$ cat src/design/axi_pkg.sv
package axi_pkg;

  // ========================================
  // widths and depths
  // ========================================

  localparam int AXI_ADDR_W = 32;
  localparam int AXI_DATA_W = 64;
  localparam int AXI_STRB_W = AXI_DATA_W / 8;
  localparam int AXI_ID_W   = 1;
  localparam int AXI_LEN_W  = 8;   // AXI4 burst length field.
  localparam int AXI_SIZE_W = 3;

  localparam logic [AXI_SIZE_W-1:0] AXI_SIZE_4B = 3'b010;  // four bytes per beat.

  localparam int MEM_WORDS  = 256;
  localparam int MEM_AW     = $clog2(MEM_WORDS);
  localparam int MEM_LSB    = $clog2(AXI_STRB_W);  // byte offset bits inside a 64-bit word.

  // ========================================
  // opcodes
  // ========================================

  typedef enum logic [1:0] {
    FIXED = 2'b00,
    INCR  = 2'b01,
    WRAP  = 2'b10
  } axi_burst_e;

  typedef enum logic [1:0] {
    OKAY   = 2'b00,
    EXOKAY = 2'b01,
    SLVERR = 2'b10,
    DECERR = 2'b11
  } axi_resp_e;

  // ========================================
  // channel beats
  // ========================================

  // shared by the AW and AR channels.
  typedef struct packed {
    logic [AXI_ID_W-1:0]   id;
    logic [AXI_ADDR_W-1:0] addr;
    logic [AXI_LEN_W-1:0]  len;
    logic [AXI_SIZE_W-1:0] size;
    axi_burst_e            burst;
  } axi_ax_t;

  typedef struct packed {
    logic [AXI_DATA_W-1:0] data;
    logic [AXI_STRB_W-1:0] strb;
    logic                  last;
  } axi_w_t;

  typedef struct packed {
    logic [AXI_ID_W-1:0] id;
    axi_resp_e           resp;
  } axi_b_t;

  typedef struct packed {
    logic [AXI_ID_W-1:0]   id;
    logic [AXI_DATA_W-1:0] data;
    axi_resp_e             resp;
    logic                  last;
  } axi_r_t;

  typedef struct packed {
    axi_ax_t aw;
    logic    aw_valid;
    axi_w_t  w;
    logic    w_valid;
    logic    b_ready;
    axi_ax_t ar;
    logic    ar_valid;
    logic    r_ready;
  } axi_req_t;

  typedef struct packed {
    logic   aw_ready;
    logic   w_ready;
    axi_b_t b;
    logic   b_valid;
    logic   ar_ready;
    axi_r_t r;
    logic   r_valid;
  } axi_rsp_t;

endpackage

$ cat src/design/core_pkg.sv
package core_pkg;

  localparam int CORE_DATA_W = 32;
  localparam int CORE_BE_W   = CORE_DATA_W / 8;  // one enable per byte lane.

  typedef logic [CORE_DATA_W-1:0] core_data_t;

  // held stable by the core from req until the grant cycle.
  typedef struct packed {
    logic                 req;
    logic                 we;
    logic [CORE_BE_W-1:0] be;
    logic [31:0]          addr;
    core_data_t           wdata;
  } core_req_t;

  typedef struct packed {
    logic       gnt;
    logic       rvalid;
    core_data_t rdata;
  } core_rsp_t;

endpackage

$ cat src/design/core2axi.sv
`timescale 1ns/100ps

module core2axi
  import axi_pkg::*;
  import core_pkg::*;
(
  input  logic      clk,
  input  logic      rst_n,
  input  core_req_t core_req_i,
  output core_rsp_t core_rsp_o,
  output axi_req_t  axi_req_o,
  input  axi_rsp_t  axi_rsp_i
);

  typedef enum logic [2:0] {
    IDLE,
    READ_WAIT,
    READ_ACK,
    WRITE_DATA,
    WRITE_WAIT
  } state_e;

  state_e                state_q;
  state_e                state_d;
  logic                  aw_valid;
  logic                  w_valid;
  logic                  b_ready;
  logic                  ar_valid;
  logic                  r_ready;
  logic                  gnt;
  logic                  done;
  logic                  rvalid_q;
  logic                  half_q;
  logic [AXI_ID_W-1:0]   id_q;
  axi_ax_t               ax;
  logic [AXI_STRB_W-1:0] strb;

  // ========================================
  // registers
  // ========================================

  always_ff @(posedge clk or negedge rst_n)
  begin
    if (!rst_n)
    begin
      state_q  <= IDLE;
      rvalid_q <= 1'b0;
      id_q     <= '0;
    end
    else
    begin
      state_q  <= state_d;
      rvalid_q <= gnt && (state_q == READ_WAIT);  // read data follows a read grant.
      if (done)
        id_q <= ~id_q;  // a new ID for every completed access.
    end
  end

  always_ff @(posedge clk)
  begin
    half_q <= core_req_i.addr[2];  // the core still holds addr in the grant cycle.
  end

  // ========================================
  // control FSM
  // ========================================

  always_comb
  begin
    state_d  = state_q;
    done     = 1'b0;
    gnt      = 1'b0;
    aw_valid = 1'b0;
    w_valid  = 1'b0;
    b_ready  = 1'b0;
    ar_valid = 1'b0;
    r_ready  = 1'b0;

    case (state_q)
      IDLE:
      begin
        if (core_req_i.req)
        begin
          if (core_req_i.we)
          begin
            aw_valid = 1'b1;
            if (axi_rsp_i.aw_ready)
              state_d = WRITE_DATA;
          end
          else
          begin
            ar_valid = 1'b1;
            if (axi_rsp_i.ar_ready)
              state_d = READ_WAIT;
          end
        end
      end

      WRITE_DATA:
      begin
        w_valid = 1'b1;
        if (axi_rsp_i.w_ready)
        begin
          gnt     = 1'b1;  // the store leaves the core on the W transfer.
          state_d = WRITE_WAIT;
        end
      end

      WRITE_WAIT:
      begin
        b_ready = 1'b1;
        if (axi_rsp_i.b_valid)
        begin
          done    = 1'b1;
          state_d = IDLE;
        end
      end

      READ_WAIT:
      begin
        if (axi_rsp_i.r_valid)
        begin
          gnt     = 1'b1;
          state_d = READ_ACK;
        end
      end

      READ_ACK:
      begin
        r_ready = 1'b1;  // the slave holds R, so it is taken one cycle late.
        done    = 1'b1;
        state_d = IDLE;
      end

      default:
      begin
        state_d = IDLE;
      end
    endcase
  end

  // ========================================
  // AXI and core outputs
  // ========================================

  assign strb = core_req_i.addr[2] ? {core_req_i.be, {CORE_BE_W{1'b0}}}
                                   : {{CORE_BE_W{1'b0}}, core_req_i.be};

  always_comb
  begin
    ax.id    = id_q;
    ax.addr  = core_req_i.addr;
    ax.len   = '0;  // single beat.
    ax.size  = AXI_SIZE_4B;
    ax.burst = INCR;

    axi_req_o.aw       = ax;
    axi_req_o.aw_valid = aw_valid;
    axi_req_o.w.data   = {2{core_req_i.wdata}};  // both halves carry the word.
    axi_req_o.w.strb   = strb;
    axi_req_o.w.last   = 1'b1;
    axi_req_o.w_valid  = w_valid;
    axi_req_o.b_ready  = b_ready;
    axi_req_o.ar       = ax;
    axi_req_o.ar_valid = ar_valid;
    axi_req_o.r_ready  = r_ready;
  end

  always_comb
  begin
    core_rsp_o.gnt    = gnt;
    core_rsp_o.rvalid = rvalid_q;
    core_rsp_o.rdata  = half_q ? axi_rsp_i.r.data[AXI_DATA_W-1:CORE_DATA_W]
                               : axi_rsp_i.r.data[CORE_DATA_W-1:0];
  end

endmodule

$ cat config.mk
export PLATFORM = sky130hd
export DESIGN_NAME = core2axi
export DESIGN_NICKNAME = d
export VERILOG_FILES = /design/src/design/axi_pkg.sv /design/src/design/core_pkg.sv /design/src/design/core2axi.sv
export SDC_FILE = /design/constraint.sdc
export NUM_CORES = 1
export LEC_CHECK = 0
export ABC_AREA = 0
export BUFFER_PORTS_ARGS = -buffer_cell sky130_fd_sc_hd__buf_2
export CAP_MARGIN = 10
export CORE_AREA = 4 4 133 135
export DETAILED_ROUTE_END_ITERATION = 8
export DIE_AREA = 0 0 137 139
export SYNTH_ARGS = -nofsm -noshare
export SYNTH_HDL_FRONTEND = slang
export SYNTH_SLANG_ARGS = --single-unit
$ cat constraint.sdc
create_clock -name clk -period 1.24 [get_ports clk]
set_input_delay 0.124 -clock clk [delete_from_list [all_inputs] [get_ports clk]]
set_output_delay 0.124 -clock clk [all_outputs]
set_load 0.02 [all_outputs]
==> flow_summary.toml <==
[status]
outcome = "complete, but fails checks"
failed_checks = "negative setup slack"

[pwr]
power.density_nw_per_um2 = 1120
leakagePower_nw = 1.02
p_clk_share_pct = 23.3
switchingPower_mw = 0.919
swShare_pct = 39.7
p_seq_share_pct = 13.5
pwr-share-comb_pct = 63.2
p_int_mw = 1.39
ir_drop_v = 0.000805

[worst_setup_path]
arrival_ns = 1.29
critPathCaptureType = "output pin"
worstPathMaxFanout = 22
crit_path_start_kind = "register"
critPathRequiredTime_ns = 1.12
critPathKind = "reg -> out"

[drt]
vias = 1339
dr.pass1.iters = 2
wl_per_cell_um = 12.6
drt_iter0_markers = 7
post-route-drc-count = 0
via_per_inst = 2.89
detail-route-antenna-nets = 0
drt_wl_total_um = 5830

[layout]
final_common_cell = "buf_2"
finalNetCount = 393
area_growth_pct = 2.81
diodes = 0
drive_above_1_share_pct = 76.2
final_cell_mix = "buf_2 (116), conb_1 (27), mux2_2 (26), buf_4 (18), buf_6 (8)"
fin_area_um2 = 2060

[logic_synthesis]
synth_seq_area_share_pct = 7.25
syn-cell-area_um2 = 2000
ys_types = 26
synth_cells = 241
syn_avg_cell_area_um2 = 8.30
ys_seq_elements = 6
synth_warnings = 0

[floorplanning]
fp-row-count = 47
start_util_pct = 12.2
die_area_um2 = 19000
die_y_um = 139
coreArea_um2 = 16500
die_x_um = 137
ioPinCount = 352

[sta]
hold_violations = 0
period_share_pct = 114
finalWorstPathRequiredPeriod_ns = 1.42
layout_setup_ws_ns = -0.175
hold_ws_ns = 0.0993
setup_viol = 36
grt_setup_unrepaired = "true"
maxSlewViolCount = 0
fin_worst_skew_ns = 0.00263
fmax_mhz = 707

[global_routing]
track_usage_pct = 5.20
grt_overflow = 0
grt_max_degree = 23
antenna_found_initial = 0
grt_pass1_vias = 1336
grt_pass1_wl_um = 7670

[placed_design]
placed_area_um2 = 1770
place_ws_ns = 0.0260
portBuffers = 128
gp_congestion = 0.681
hpwlAfterDp_um = 4770

[min_path]
hold_class = "in -> reg"

[clocking]
clockBufferDepth = 2
clk_latency_ns = 0.23
cts_buffers = 3
cts.htree.levels = 1
path_clk_slew_ns = 0.03
cts_tree = "built"
clkSinkCount = 6
root_buffer = "clkbuf_16"

[flow_run]
drv_cap = 0
cells in the mapped netlist:
master    number  area share [%]
o22ai_1        1            0.31
inv_1          2            0.38
a32oi_1        1            0.44
mux2i_1        1            0.50
nand4_1        1            0.31
nand2_1        3            0.56
buf_4        164              62
a31oi_2        1            0.63
and2_1         4             1.3
nor3b_1        2            0.75
mux2_2        26              15
nor3_1         1            0.25
nand2b_1       1            0.31
xnor2_1        1            0.44
buf_2          2            0.50
a21oi_1        1            0.25
conb_1         2            0.38
dfxtp_1        1             1.0
dfrtp_1        5             6.3
mux2_1         7             3.9
nor2b_1        4             1.3
nor3b_2        1            0.63
o211ai_1       1            0.38
nor2_1         3            0.56
nor2_2         1            0.31
buf_6          4             2.3
registers in the layout, summed over array words and instances (netlist names):
register	cells
state_q	3
id_q	1
half_q	1
rvalid_q	1
routing by layer:
metal  vias up  wire [µm]  global-route usage [%]
met5         -         91                    3.44
met4         4        169                    2.05
met3        26       1360                    5.59
met2       178       2350                    6.64
met1       551       1860                    5.20
li1        580          -                       -
area by class of cell:
| class | instances | area (µm²) |
|---|---|---|
| fill | 1914 | 14400 |
| sequential | 6 | 150 |
| tap | 220 | 275 |
| inverter | 2 | 7.51 |
| timing repair buffer | 144 | 836 |
| multi-input combinational | 88 | 709 |
| clock buffer | 4 | 78.8 |
power by group through the flow:
stage	Clock (mW)	Combinational, mW	Sequential (mW)
6_report	0.539	1.46	0.313
3_3_place_gp	0	1.03	0.320
5_1_grt	0.562	1.57	0.325
3_5_place_dp	0	1.04	0.319
2_1_floorplan	0	1.46	0.295
4_1_cts	0.550	1.35	0.311
stage by stage:
stage	instances	setup TNS [ns]	utilization [%]	total power, mW
finish	464	-4.79	12.5	2.31
global route	464	-6.51	12.5	2.46
CTS	462	-5.73	12.2	2.21
detailed placement	448	0	10.7	1.36
global placement	448	0	10.7	1.35
floorplan	266	0	-	1.76
worst max-delay path: stages, from the launching register on:
cell,delay [ns]
dfxtp_4,0.35
buf_12,0.17
mux2_2,0.36
buf_4,0.16
kinds of logic after synthesis:
kind of cell | synth area share [%]
buffers and inverters | 64.7
multiplexers | 19.1
AND/OR/NAND/NOR | 6.19
flip-flops | 7.25
AO/OA/AOI/OAI | 2.00
other | 0.375
XOR/XNOR | 0.438
final timing paths:
path                                        start                      to  slack (ns)  depth (start not counted)
min in group asynchronous                   rst_n        id_q$_DFFE_PN0P_        0.24                          2
max reg2reg                state_q[1]$_DFFE_PN0P_        id_q$_DFFE_PN0P_        0.07                          5
max in group asynchronous                   rst_n  state_q[2]$_DFFE_PN0P_        0.85                          2
min reg2reg                      id_q$_DFFE_PN0P_        id_q$_DFFE_PN0P_        0.51                          1
min                                 axi_rsp_i[70]  state_q[2]$_DFFE_PN0P_         0.1                          2
max                                half_q$_DFF_P_          core_rsp_o[22]       -0.18                          3
repair_timing:
item | CTS | global route
resized for setup | 23 | 13
endpoints found under the hold margin | 5 | 0
endpoints found under the setup margin | 38 | 38
pin swaps | 4 | 4
hold buffers | 1 | 0
setup buffers | 9 | 3
No activity file was read; power rests on OpenSTA's default activity.
